`config.mk`:
```
export PLATFORM = sky130hd
export DESIGN_NAME = tcp_tx_top
export DESIGN_NICKNAME = d
export VERILOG_FILES = /design/src/common/tcp_pkg.sv /design/src/common/stream_pkg.sv /design/src/stream_pipe_reg.sv /design/src/tcp_tx/tcp_tx_ctrl.sv /design/src/tcp_tx/tcp_hdr_serializer.sv /design/src/tcp_tx_top.sv
export SDC_FILE = /design/constraint.sdc
export NUM_CORES = 1
export LEC_CHECK = 0
export BUFFER_PORTS_ARGS = -buffer_cell sky130_fd_sc_hd__buf_2
export CELL_PAD_IN_SITES_DETAIL_PLACEMENT = 0
export CELL_PAD_IN_SITES_GLOBAL_PLACEMENT = 2
export CORE_ASPECT_RATIO = 0.6
export CORE_MARGIN = 2
export CORE_UTILIZATION = 40
export CTS_BUF_LIST = sky130_fd_sc_hd__clkbuf_8 sky130_fd_sc_hd__clkbuf_16
export DETAILED_ROUTE_END_ITERATION = 8
export PLACE_DENSITY = 0.81
export SLEW_MARGIN = 20
export SYNTH_ARGS = -nofsm -noshare
export SYNTH_HDL_FRONTEND = slang
export SYNTH_HIERARCHICAL = 1
export SYNTH_SLANG_ARGS = --single-unit
```
`constraint.sdc`:
```
create_clock -name i_clk -period 4.11 [get_ports i_clk]
set_input_delay 0.411 -clock i_clk [delete_from_list [all_inputs] [get_ports i_clk]]
set_output_delay 0.411 -clock i_clk [all_outputs]
set_load 0.05 [all_outputs]
```
`src/common/tcp_pkg.sv`:
```
package tcp_pkg;

    typedef logic [31:0] seq_num_t;    // sequence or acknowledgement number.
    typedef logic [15:0] tcp_port_t;
    typedef logic [15:0] window_t;
    typedef logic [7:0]  tcp_flags_t;

    // one-shot commands from the connection logic.
    typedef enum logic [1:0] {
        TX_CTRL_NONE,
        TX_CTRL_SEND_SYN,
        TX_CTRL_SEND_ACK,
        TX_CTRL_SEND_FIN
    } tx_ctrl_t;

    // flags byte, bit 0 is fin.
    localparam tcp_flags_t FLAG_FIN = 8'h01;
    localparam tcp_flags_t FLAG_SYN = 8'h02;
    localparam tcp_flags_t FLAG_RST = 8'h04;
    localparam tcp_flags_t FLAG_PSH = 8'h08;
    localparam tcp_flags_t FLAG_ACK = 8'h10;
    localparam tcp_flags_t FLAG_URG = 8'h20;
    localparam tcp_flags_t FLAG_ECE = 8'h40;
    localparam tcp_flags_t FLAG_CWR = 8'h80;

    localparam int TCP_HDR_BYTES  = 20;    // no options.
    localparam int IP_TCP_HDR_LEN = 40;    // ip header plus tcp header.

endpackage

```
`src/common/stream_pkg.sv`:
```
package stream_pkg;

    typedef logic [7:0]  byte_t;       // one stream data byte.
    typedef logic [15:0] pkt_len_t;    // payload or ip length in bytes.

endpackage

```
`src/stream_pipe_reg.sv`:
```
module stream_pipe_reg (
    input  logic              i_clk,
    input  logic              i_rst,

    input  stream_pkg::byte_t i_data,
    input  logic              i_valid,
    input  logic              i_last,
    output logic              o_ready,

    output stream_pkg::byte_t o_data,
    output logic              o_valid,
    output logic              o_last,
    input  logic              i_ready
);

    stream_pkg::byte_t out_data;
    stream_pkg::byte_t skid_data;
    logic              out_valid;
    logic              out_last;
    logic              skid_valid;
    logic              skid_last;
    logic              skid_next;
    logic              in_ready;
    logic              in_xfer;
    logic              out_free;

    assign in_xfer  = i_valid && in_ready;
    assign out_free = !out_valid || i_ready;    // output slot empties this cycle.

    // skid slot only fills when the output is stalled.
    assign skid_next = out_free ? 1'b0 : (skid_valid || in_xfer);

    always_ff @(posedge i_clk) begin
        if (i_rst) begin
            out_valid  <= 1'b0;
            skid_valid <= 1'b0;
            in_ready   <= 1'b0;
        end else begin
            if (out_free) begin
                out_valid <= skid_valid || in_xfer;
            end
            skid_valid <= skid_next;
            in_ready   <= !skid_next;
        end
    end

    always_ff @(posedge i_clk) begin
        if (out_free) begin
            out_data <= skid_valid ? skid_data : i_data;
            out_last <= skid_valid ? skid_last : i_last;
        end
        if (in_xfer && !out_free) begin
            skid_data <= i_data;
            skid_last <= i_last;
        end
    end

    assign o_ready = in_ready;
    assign o_data  = out_data;
    assign o_valid = out_valid;
    assign o_last  = out_last;

endmodule

```
`src/tcp_tx/tcp_tx_ctrl.sv`:
```
module tcp_tx_ctrl #(
    parameter tcp_pkg::window_t WINDOW_SIZE = 16'd256
) (
    input  logic                 i_clk,
    input  logic                 i_rst,

    input  tcp_pkg::tx_ctrl_t    i_tx_ctrl,
    input  logic                 i_tx_ctrl_valid,
    output logic                 o_tx_ctrl_ack,

    input  tcp_pkg::seq_num_t    i_ack_number,

    input  stream_pkg::byte_t    i_s_data,
    input  logic                 i_s_valid,
    input  logic                 i_s_last,
    input  stream_pkg::pkt_len_t i_s_len,
    output logic                 o_s_ready,

    output logic                 o_no_data,
    output stream_pkg::pkt_len_t o_ip_len,
    output tcp_pkg::seq_num_t    o_seq_number,
    output tcp_pkg::seq_num_t    o_ack_number,
    output tcp_pkg::tcp_flags_t  o_flags,
    output tcp_pkg::window_t     o_window_size,
    output logic                 o_hdr_valid,

    output stream_pkg::byte_t    o_pl_data,
    output logic                 o_pl_valid,
    output logic                 o_pl_last,
    input  logic                 i_pl_ready,

    input  logic                 i_packet_done
);

    typedef enum logic [2:0] {
        IDLE,
        SEND_SYN,
        SEND_ACK,
        SEND_FIN,
        SEND_DATA
    } state_t;

    state_t               state;
    state_t               state_next;
    tcp_pkg::seq_num_t    seq_num;
    tcp_pkg::seq_num_t    seq_num_next;
    stream_pkg::pkt_len_t pl_len;
    logic                 burst_in_done;
    logic                 pl_gate;
    logic                 pipe_ready;
    logic                 s_xfer;

    // payload only enters once a data segment is chosen, and one burst per segment.
    assign pl_gate   = (state == SEND_DATA) && !burst_in_done;
    assign o_s_ready = pipe_ready && pl_gate;
    assign s_xfer    = i_s_valid && o_s_ready;

    stream_pipe_reg u_pl_reg (
        .i_clk   (i_clk),
        .i_rst   (i_rst),
        .i_data  (i_s_data),
        .i_valid (i_s_valid && pl_gate),
        .i_last  (i_s_last),
        .o_ready (pipe_ready),
        .o_data  (o_pl_data),
        .o_valid (o_pl_valid),
        .o_last  (o_pl_last),
        .i_ready (i_pl_ready)
    );

    always_ff @(posedge i_clk) begin
        if (i_rst) begin
            state         <= IDLE;
            seq_num       <= '0;
            burst_in_done <= 1'b0;
        end else begin
            state   <= state_next;
            seq_num <= seq_num_next;
            if (state == IDLE) begin
                burst_in_done <= 1'b0;
            end else if (s_xfer && i_s_last) begin
                burst_in_done <= 1'b1;
            end
        end
    end

    // i_s_len may change after the last byte, so keep the value seen when leaving idle.
    always_ff @(posedge i_clk) begin
        if (state == IDLE) begin
            pl_len <= i_s_len;
        end
    end

    always_comb begin
        state_next    = state;
        seq_num_next  = seq_num;
        o_tx_ctrl_ack = 1'b0;
        o_no_data     = 1'b1;
        o_flags       = '0;
        o_ip_len      = stream_pkg::pkt_len_t'(tcp_pkg::IP_TCP_HDR_LEN);

        case (state)
            IDLE: begin
                if (i_tx_ctrl_valid) begin    // command wins over payload.
                    o_tx_ctrl_ack = 1'b1;
                    case (i_tx_ctrl)
                        tcp_pkg::TX_CTRL_SEND_SYN: state_next = SEND_SYN;
                        tcp_pkg::TX_CTRL_SEND_ACK: state_next = SEND_ACK;
                        tcp_pkg::TX_CTRL_SEND_FIN: state_next = SEND_FIN;
                        default:                   state_next = IDLE;
                    endcase
                end else if (i_s_valid) begin
                    state_next = SEND_DATA;
                end
            end
            SEND_SYN: begin
                o_flags = tcp_pkg::FLAG_SYN;
                if (i_packet_done) begin
                    state_next   = IDLE;
                    seq_num_next = seq_num + 32'd1;    // syn uses one number.
                end
            end
            SEND_ACK: begin
                o_flags = tcp_pkg::FLAG_ACK;
                if (i_packet_done) begin
                    state_next = IDLE;
                end
            end
            SEND_FIN: begin
                o_flags = tcp_pkg::FLAG_ACK | tcp_pkg::FLAG_FIN;
                if (i_packet_done) begin
                    state_next   = IDLE;
                    seq_num_next = seq_num + 32'd1;
                end
            end
            SEND_DATA: begin
                o_flags   = tcp_pkg::FLAG_ACK | tcp_pkg::FLAG_PSH;
                o_no_data = 1'b0;
                o_ip_len  = stream_pkg::pkt_len_t'(tcp_pkg::IP_TCP_HDR_LEN) + pl_len;
                if (i_packet_done) begin
                    state_next   = IDLE;
                    seq_num_next = seq_num + tcp_pkg::seq_num_t'(pl_len);
                end
            end
            default: begin
                state_next = IDLE;
            end
        endcase
    end

    assign o_hdr_valid   = (state != IDLE);
    assign o_seq_number  = seq_num;
    assign o_ack_number  = i_ack_number;    // from the receive side, passed as is.
    assign o_window_size = WINDOW_SIZE;

endmodule

```
`src/tcp_tx/tcp_hdr_serializer.sv`:
```
module tcp_hdr_serializer #(
    parameter tcp_pkg::tcp_port_t SRC_PORT = 16'h1234,
    parameter tcp_pkg::tcp_port_t DST_PORT = 16'h0050
) (
    input  logic                i_clk,
    input  logic                i_rst,

    input  logic                i_hdr_valid,
    input  logic                i_no_data,
    input  tcp_pkg::seq_num_t   i_seq_number,
    input  tcp_pkg::seq_num_t   i_ack_number,
    input  tcp_pkg::tcp_flags_t i_flags,
    input  tcp_pkg::window_t    i_window_size,

    input  stream_pkg::byte_t   i_pl_data,
    input  logic                i_pl_valid,
    input  logic                i_pl_last,
    output logic                o_pl_ready,

    output stream_pkg::byte_t   o_m_data,
    output logic                o_m_valid,
    output logic                o_m_last,
    input  logic                i_m_ready,

    output logic                o_packet_done
);

    typedef enum logic [1:0] {
        IDLE,
        HEADER,
        PAYLOAD,
        DONE
    } state_t;

    localparam stream_pkg::byte_t DATA_OFFSET = 8'h50;    // five words, no options.
    localparam int HDR_BITS = tcp_pkg::TCP_HDR_BYTES * 8;
    localparam logic [4:0] LAST_HDR_IDX = 5'(tcp_pkg::TCP_HDR_BYTES - 1);

    state_t                  state;
    state_t                  state_next;
    logic [4:0]              byte_cnt;
    logic                    no_data_q;
    tcp_pkg::seq_num_t       seq_q;
    tcp_pkg::seq_num_t       ack_q;
    tcp_pkg::tcp_flags_t     flags_q;
    tcp_pkg::window_t        window_q;
    logic [HDR_BITS-1:0]     hdr_vec;
    stream_pkg::byte_t       hdr_byte;
    logic                    hdr_end;

    // checksum and urgent pointer are sent as zero.
    assign hdr_vec = {SRC_PORT, DST_PORT, seq_q, ack_q, DATA_OFFSET, flags_q, window_q,
                      16'h0000, 16'h0000};
    assign hdr_byte = hdr_vec[(tcp_pkg::TCP_HDR_BYTES - 1 - int'(byte_cnt)) * 8 +: 8];
    assign hdr_end  = (byte_cnt == LAST_HDR_IDX);

    always_ff @(posedge i_clk) begin
        if (i_rst) begin
            state    <= IDLE;
            byte_cnt <= '0;
        end else begin
            state <= state_next;
            if (state != HEADER) begin
                byte_cnt <= '0;
            end else if (i_m_ready) begin    // counter stalls under back-pressure.
                byte_cnt <= byte_cnt + 5'd1;
            end
        end
    end

    always_ff @(posedge i_clk) begin
        if (state == IDLE && i_hdr_valid) begin
            no_data_q <= i_no_data;
            seq_q     <= i_seq_number;
            ack_q     <= i_ack_number;
            flags_q   <= i_flags;
            window_q  <= i_window_size;
        end
    end

    always_comb begin
        state_next    = state;
        o_m_data      = hdr_byte;
        o_m_valid     = 1'b0;
        o_m_last      = 1'b0;
        o_pl_ready    = 1'b0;
        o_packet_done = 1'b0;

        case (state)
            IDLE: begin
                if (i_hdr_valid) begin
                    state_next = HEADER;
                end
            end
            HEADER: begin
                o_m_valid = 1'b1;
                o_m_last  = hdr_end && no_data_q;
                if (i_m_ready && hdr_end) begin
                    o_packet_done = no_data_q;
                    state_next    = no_data_q ? DONE : PAYLOAD;
                end
            end
            PAYLOAD: begin
                o_m_data   = i_pl_data;
                o_m_valid  = i_pl_valid;
                o_m_last   = i_pl_last;
                o_pl_ready = i_m_ready;
                if (i_pl_valid && i_m_ready && i_pl_last) begin
                    o_packet_done = 1'b1;
                    state_next    = DONE;
                end
            end
            DONE: begin
                // controller drops hdr_valid here.
                state_next = IDLE;
            end
            default: begin
                state_next = IDLE;
            end
        endcase
    end

endmodule

```
`src/tcp_tx_top.sv`:
```
module tcp_tx_top #(
    parameter tcp_pkg::tcp_port_t SRC_PORT    = 16'h1234,
    parameter tcp_pkg::tcp_port_t DST_PORT    = 16'h0050,
    parameter tcp_pkg::window_t   WINDOW_SIZE = 16'd256
) (
    input  logic                 i_clk,
    input  logic                 i_rst,

    input  tcp_pkg::tx_ctrl_t    i_tx_ctrl,
    input  logic                 i_tx_ctrl_valid,
    output logic                 o_tx_ctrl_ack,

    input  tcp_pkg::seq_num_t    i_ack_number,

    input  stream_pkg::byte_t    i_s_data,
    input  logic                 i_s_valid,
    input  logic                 i_s_last,
    input  stream_pkg::pkt_len_t i_s_len,
    output logic                 o_s_ready,

    output stream_pkg::byte_t    o_m_data,
    output logic                 o_m_valid,
    output logic                 o_m_last,
    input  logic                 i_m_ready,

    output stream_pkg::pkt_len_t o_ip_len,
    output logic                 o_no_data,
    output logic                 o_hdr_valid
);

    tcp_pkg::seq_num_t   seq_number;
    tcp_pkg::seq_num_t   ack_number;
    tcp_pkg::tcp_flags_t flags;
    tcp_pkg::window_t    window_size;
    stream_pkg::byte_t   pl_data;
    logic                pl_valid;
    logic                pl_last;
    logic                pl_ready;
    logic                packet_done;

    tcp_tx_ctrl #(
        .WINDOW_SIZE (WINDOW_SIZE)
    ) u_tx_ctrl (
        .i_clk           (i_clk),
        .i_rst           (i_rst),
        .i_tx_ctrl       (i_tx_ctrl),
        .i_tx_ctrl_valid (i_tx_ctrl_valid),
        .o_tx_ctrl_ack   (o_tx_ctrl_ack),
        .i_ack_number    (i_ack_number),
        .i_s_data        (i_s_data),
        .i_s_valid       (i_s_valid),
        .i_s_last        (i_s_last),
        .i_s_len         (i_s_len),
        .o_s_ready       (o_s_ready),
        .o_no_data       (o_no_data),
        .o_ip_len        (o_ip_len),
        .o_seq_number    (seq_number),
        .o_ack_number    (ack_number),
        .o_flags         (flags),
        .o_window_size   (window_size),
        .o_hdr_valid     (o_hdr_valid),
        .o_pl_data       (pl_data),
        .o_pl_valid      (pl_valid),
        .o_pl_last       (pl_last),
        .i_pl_ready      (pl_ready),
        .i_packet_done   (packet_done)
    );

    tcp_hdr_serializer #(
        .SRC_PORT (SRC_PORT),
        .DST_PORT (DST_PORT)
    ) u_hdr_ser (
        .i_clk         (i_clk),
        .i_rst         (i_rst),
        .i_hdr_valid   (o_hdr_valid),
        .i_no_data     (o_no_data),
        .i_seq_number  (seq_number),
        .i_ack_number  (ack_number),
        .i_flags       (flags),
        .i_window_size (window_size),
        .i_pl_data     (pl_data),
        .i_pl_valid    (pl_valid),
        .i_pl_last     (pl_last),
        .o_pl_ready    (pl_ready),
        .o_m_data      (o_m_data),
        .o_m_valid     (o_m_valid),
        .o_m_last      (o_m_last),
        .i_m_ready     (i_m_ready),
        .o_packet_done (packet_done)
    );

endmodule

```
Yosys cells after proc, flatten, opt, wreduce, memory -nomap -nowiden --
Cells that the tools add are included.
Word-level totals: bits in registers 153, bits of input ports 64, output and inout port bits 30, word-level logic and storage cells 99
Operators by class: add/subtract/negate cells 5, equality and inequality tests 19, shift-type cells 1, muxes and demuxes 28, reduce and logical (&&, ||, !) cells 29
Operator list (count):
- $shiftx 160x32->8 | 1
- $mux 32 | 2
- $pmux 32 s2 | 1
- $add 32x1->32 const B | 1
- $add 32x16->32 | 1
- $pmux 5 s4 | 1
- $add 6x16->16 const A | 1
- $mux 16 | 1
- $mux 8 | 2
- $logic_and 1x1->1 | 12
- $ne 2x1->1 const B | 6
- $mux 1 | 9
- $mux 3 | 3
- $eq 2x2->1 const B | 4
- $pmux 2 s4 | 1
- $eq 3x2->1 const B | 2
- $mux 2 | 3
- $pmux 1 s2 | 3
- $pmux 2 s3 | 1
- $pmux 3 s2 | 1
- $reduce_and 3->1 | 2
- $reduce_or 2->1 | 3
- $sub 5x5->6 const A | 1
- $add 5x1->5 const B | 1
- other kinds (14) | 19

Depth between registers and ports, before layout --
word-level depth 7, depth in mapped cells 13, gate-level depth less buffers 12

By module --
Netlist, hierarchy kept.
Modules (own cells, without submodules):
- tcp_hdr_serializer | instances 1, cells each 284, area an instance 4279.1 um^2, seq. area each 2812.7 um^2
- tcp_tx_ctrl | instances 1, cells each 429, area an instance 3518.4 um^2, seq. area each 1201.2 um^2
- stream_pipe_reg | instances 1, cells each 38, area an instance 789.5 um^2, seq. area each 600.6 um^2

Least setup slack after synthesis --
Ideal clock, no wire load.
path type reg2reg, start point register u_tx_ctrl.state[2], end point register u_hdr_ser.ack_q[0] (enable), setup time 656 ps, arrival time 3615 ps, required time 3454 ps, slack -160 ps, stages on the path, launching flop included 4, path buffers 0, period minus slack after synthesis 4270 ps, path through dfxtp_1 > nor3_1 > inv_1 > and2_1
Between the ends: longest elaborated chain between the ends 2
Ends and longest elaborated chain:
- start, declared | RTL line tcp_tx_ctrl.sv:43 | state_t state;
- start signal, assigned | RTL line tcp_tx_ctrl.sv:77 | state <= state_next;
- $reduce_bool 3->1 | RTL line tcp_tx_ctrl.sv:151 | assign o_hdr_valid = (state != IDLE);
- net o_hdr_valid | RTL line tcp_tx_top.sv:28 | output logic o_hdr_valid
- $logic_and 1x1->1 | RTL line tcp_hdr_serializer.sv:72 | if (state == IDLE && i_hdr_valid) begin
- end signal, assigned | RTL line tcp_hdr_serializer.sv:75 | ack_q <= i_ack_number;
- end, declared | RTL line tcp_hdr_serializer.sv:44 | tcp_pkg::seq_num_t ack_q;
The timed path passes the listed nets, and every way through them passes these cells. A chain may end at the register's enable or synchronous reset.

Final worst setup path --
start point register u_tx_ctrl.state[2], end point register u_tx_ctrl.seq_num[21], in the netlist u_tx_ctrl/o_seq_number[21]
Between the ends: longest elaborated chain between the ends 4, elaborated cells between the ends (all ways) 9, those cells by class eq/ne (5); mux (1); reduce/logical (3)
Ends and longest elaborated chain:
- $eq 3x1->1 or $eq 3x2->1 (tied branches) | RTL line tcp_tx_ctrl.sv:102 | case (state)
- $reduce_or 2->1 (no line)
- $ne 2x1->1 (no line) or $reduce_bool 2->1 (tied branches)
- $reduce_and 3->1 (no line)
- end signal, assigned | RTL line tcp_tx_ctrl.sv:78 | seq_num <= seq_num_next;
- end, declared | RTL line tcp_tx_ctrl.sv:45 | tcp_pkg::seq_num_t seq_num;
Several ways; a longest one is shown, not always the timed one.

==> flow_summary.toml <==
[outcome]
outcome = "finished, final reports clean"

[logic_synthesis]
synth_top_area_share_pct = 43.0
synth-async-reset-ratio_pct = 0
synth_warnings = 6
syn_inst = 751
ys_ff_latch = 169
synth_edf_count = 123
synth_area_leaders = "edfxtp_1 (43%), dfxtp_1 (11%), buf_4 (4.9%), ha_1 (3.6%), a21oi_1 (3.1%)"
ys.flop_type = "edfxtp_1"
syn-cell-area_um2 = 8590
synth_seq_area_share_pct = 53.7
syn_avg_cell_area_um2 = 11.4
synth_top_cell_by_area = "edfxtp_1"
yosysUniqueCellTypes = 71

[sta]
fin_skew_ns = 0.00727
setup_ws_ns = 0.431
fmax_mhz = 272
period_needed_ns = 3.68
hold_violations = 0
whs_ns = 0.147
fin_crit_sh_pct = 89.5
setup_violations = 0
fin_setup_tns_ns = 0
tightest_slew_ns = 0.980
rsz0062_at_grt = "no"
slew_viol_final = 0
slew_headroom_pct = 34.7

[power]
p_clk_share_pct = 32.9
switching_share_pct = 29.9
vdd_drop_max_mv = 0.319
power_frac_seq_pct = 49.0
p_comb_share_pct = 18.1
power.switching_mw = 1.38
powerDensity_nw_per_um2 = 484
leakage_nw = 3.54
internal_power_mw = 3.25

[cells_and_area]
drive_gt1_share_pct = 20.8
final_cell_mix = "edfxtp_1 (123), buf_2 (93), nand2_1 (72), a21oi_1 (54), nor2_1 (47)"
num-nets-final = 904
area_growth_pct = 11.6
n_fill_cell = 1990
final_common_cell = "edfxtp_1"
n_antenna_cell = 0
final_cell_area_um2 = 9580

[placed_design]
portBuffers = 93
post-place-ws_ns = 0.482
placed_cell_area_um2 = 9030
gp_congestion = 0.812
hpwl_um = 15400

[floorplanning]
start_util_pct = 40.8
die_y_um = 117
rows = 41
die_w_um = 193
dieArea_um2 = 22700
ios = 94
coreArea_um2 = 21000

[global_route]
grt_overflow_total = 0
antenna_found_initial = 0
grt_pass1_vias = 5350
grt.total_usage_pct = 19.0
grt_first_pass_wirelength_um = 31900
grt_start_max_net_pins = 74

[drt]
route.detailed.drc = 0
drt-initial-drc-count = 512
routed_wl_um = 20800
drt-vias-per-instance = 5.27
wl_per_cell_um = 18.8
vias = 5829
drt-pass1-iter-count = 5
ant_nets = 0

[worst_hold_path]
hold_class = "in -> reg"

[clocking]
cts_resized = 0
cts.path.max_buffers = 2
clock_sinks = 169
htree_levels = 4
cts_tree = "done"
hold_buffers = 0
clockRootBuffer = "clkbuf_16"
cts_made_buffers = 17
clk_pin_slew_worst_paths_ns = 0.07
post_cts_buffers = 0
insertion_delay_ns = 0.43

[flow_run]
max_cap_viol_count = 0

[critical_path]
cp.required_ns = 4.47
cp_max_fo = 18
critPathLaunchType = "flip-flop"
crit_type = "reg -> reg"
arrival_ns = 4.04
cp-end-kind = "flip-flop"
state kept, by name, indices dropped and copies added, names as in the netlist, 2 cells and up:
signal / flops
u_hdr_ser/ack_q: 32
u_hdr_ser/byte_cnt: 5
u_hdr_ser/flags_q: 8
u_hdr_ser/seq_q: 32
u_hdr_ser/state: 2
u_hdr_ser/window_q: 16
u_tx_ctrl/o_seq_number: 32
u_tx_ctrl/pl_len: 16
u_tx_ctrl/state: 3
u_tx_ctrl/u_pl_reg/o_data: 8
u_tx_ctrl/u_pl_reg/skid_data: 8
power groups by stage:
stage,registers [mW],clock network (mW),logic (mW)
2_1_floorplan,2.26,0,0.644
4_1_cts,2.27,1.57,0.845
3_3_place_gp,2.30,0,0.827
6_report,2.27,1.53,0.839
5_1_grt,2.30,1.65,0.907
3_5_place_dp,2.30,0,0.842
metrics by stage:
step	cells	util, %	power, mW
2_1_floorplan	769	-	2.90
3_3_place_gp	1074	42.9	3.13
3_5_place_dp	1074	42.9	3.15
4_1_cts	1106	45.6	4.69
5_1_grt	1106	45.6	4.85
6_report	1106	45.6	4.64
worst max-delay path: stages, from the launching register on:
cell	delay, ns
dfxtp_1	0.42
nor3b_2	0.34
buf_4	0.28
and2_1	0.16
ha_1	0.23
nand2_1	0.17
or4_1	0.56
a211oi_1	0.57
nor2_1	0.17
or4_1	0.55
a21oi_1	0.16
cell families (layout without fill, tap and decap cells):
| kind of cell | count (synthesis) | after routing | share of synthesized area (%) |
|---|---|---|---|
| buf+inv | 99 | 157 | 7.27 |
| fa+ha+maj | 26 | 26 | 3.88 |
| compound gates | 147 | 147 | 11.5 |
| other cells | 2 | 20 | 0.0875 |
| xor+xnor | 36 | 36 | 3.67 |
| flops | 169 | 169 | 53.7 |
| mux | 46 | 46 | 6.56 |
| simple gates | 226 | 226 | 13.3 |
path summary, 6_finish.rpt:
check	to	depth (start not counted)	from	slack, ns
worst max-delay path	u_tx_ctrl/o_seq_number[21]	10	u_tx_ctrl/state[2]	0.43
worst min-delay path	u_hdr_ser/ack_q[28]	1	i_ack_number[28]	0.15
worst min register to register	u_hdr_ser/seq_q[31]	0	u_tx_ctrl/o_seq_number[31]	0.47
worst max register to register	u_tx_ctrl/o_seq_number[21]	10	u_tx_ctrl/state[2]	0.43
Yosys cell counts, drive strengths merged, types with 3 or more instances:
library cell,count
o21ai,21
xnor2,19
mux2i,27
o22ai,4
o221ai,7
nor2b,10
buf,66
nor2,47
nand2b,11
mux4,4
or3,6
xor2,17
a221oi,3
o211ai,4
a22o,5
ha,25
o21a,3
mux2,15
a21o,4
o32ai,3
nor3,7
o31ai,5
nand3,12
nand4,10
nor4bb,3
a21oi,56
a31oi,5
nand2,72
nor3b,3
and3,4
and2,24
a22oi,3
inv,18
or4,7
or2,3
edfxtp,123
a211oi,6
clkbuf,14
dfxtp,46
area by class of cell:
class,count,area [µm²],area share (%)
Clock inverter,15,130,1.36
Sequential cell,169,4620,48.2
Timing Repair Buffer,106,563,5.88
Clock buffer,17,425,4.44
Multi-Input combinational cell,501,3430,35.8
Inverter,19,71.3,0.744
Tap cell,279,349,3.64
per-layer routing:
metal | share of wire (%) | vias to the layer above | GRT usage, %
met3 | 6.5 | 14 | 4.86
met2 | 37 | 153 | 22.5
met4 | 0.77 | 0 | 4.12
met1 | 56 | 2838 | 32.7
li1 | - | 2824 | -
met5 | 0 | - | 0
Note: power is estimated with default switching activity, not from simulation.
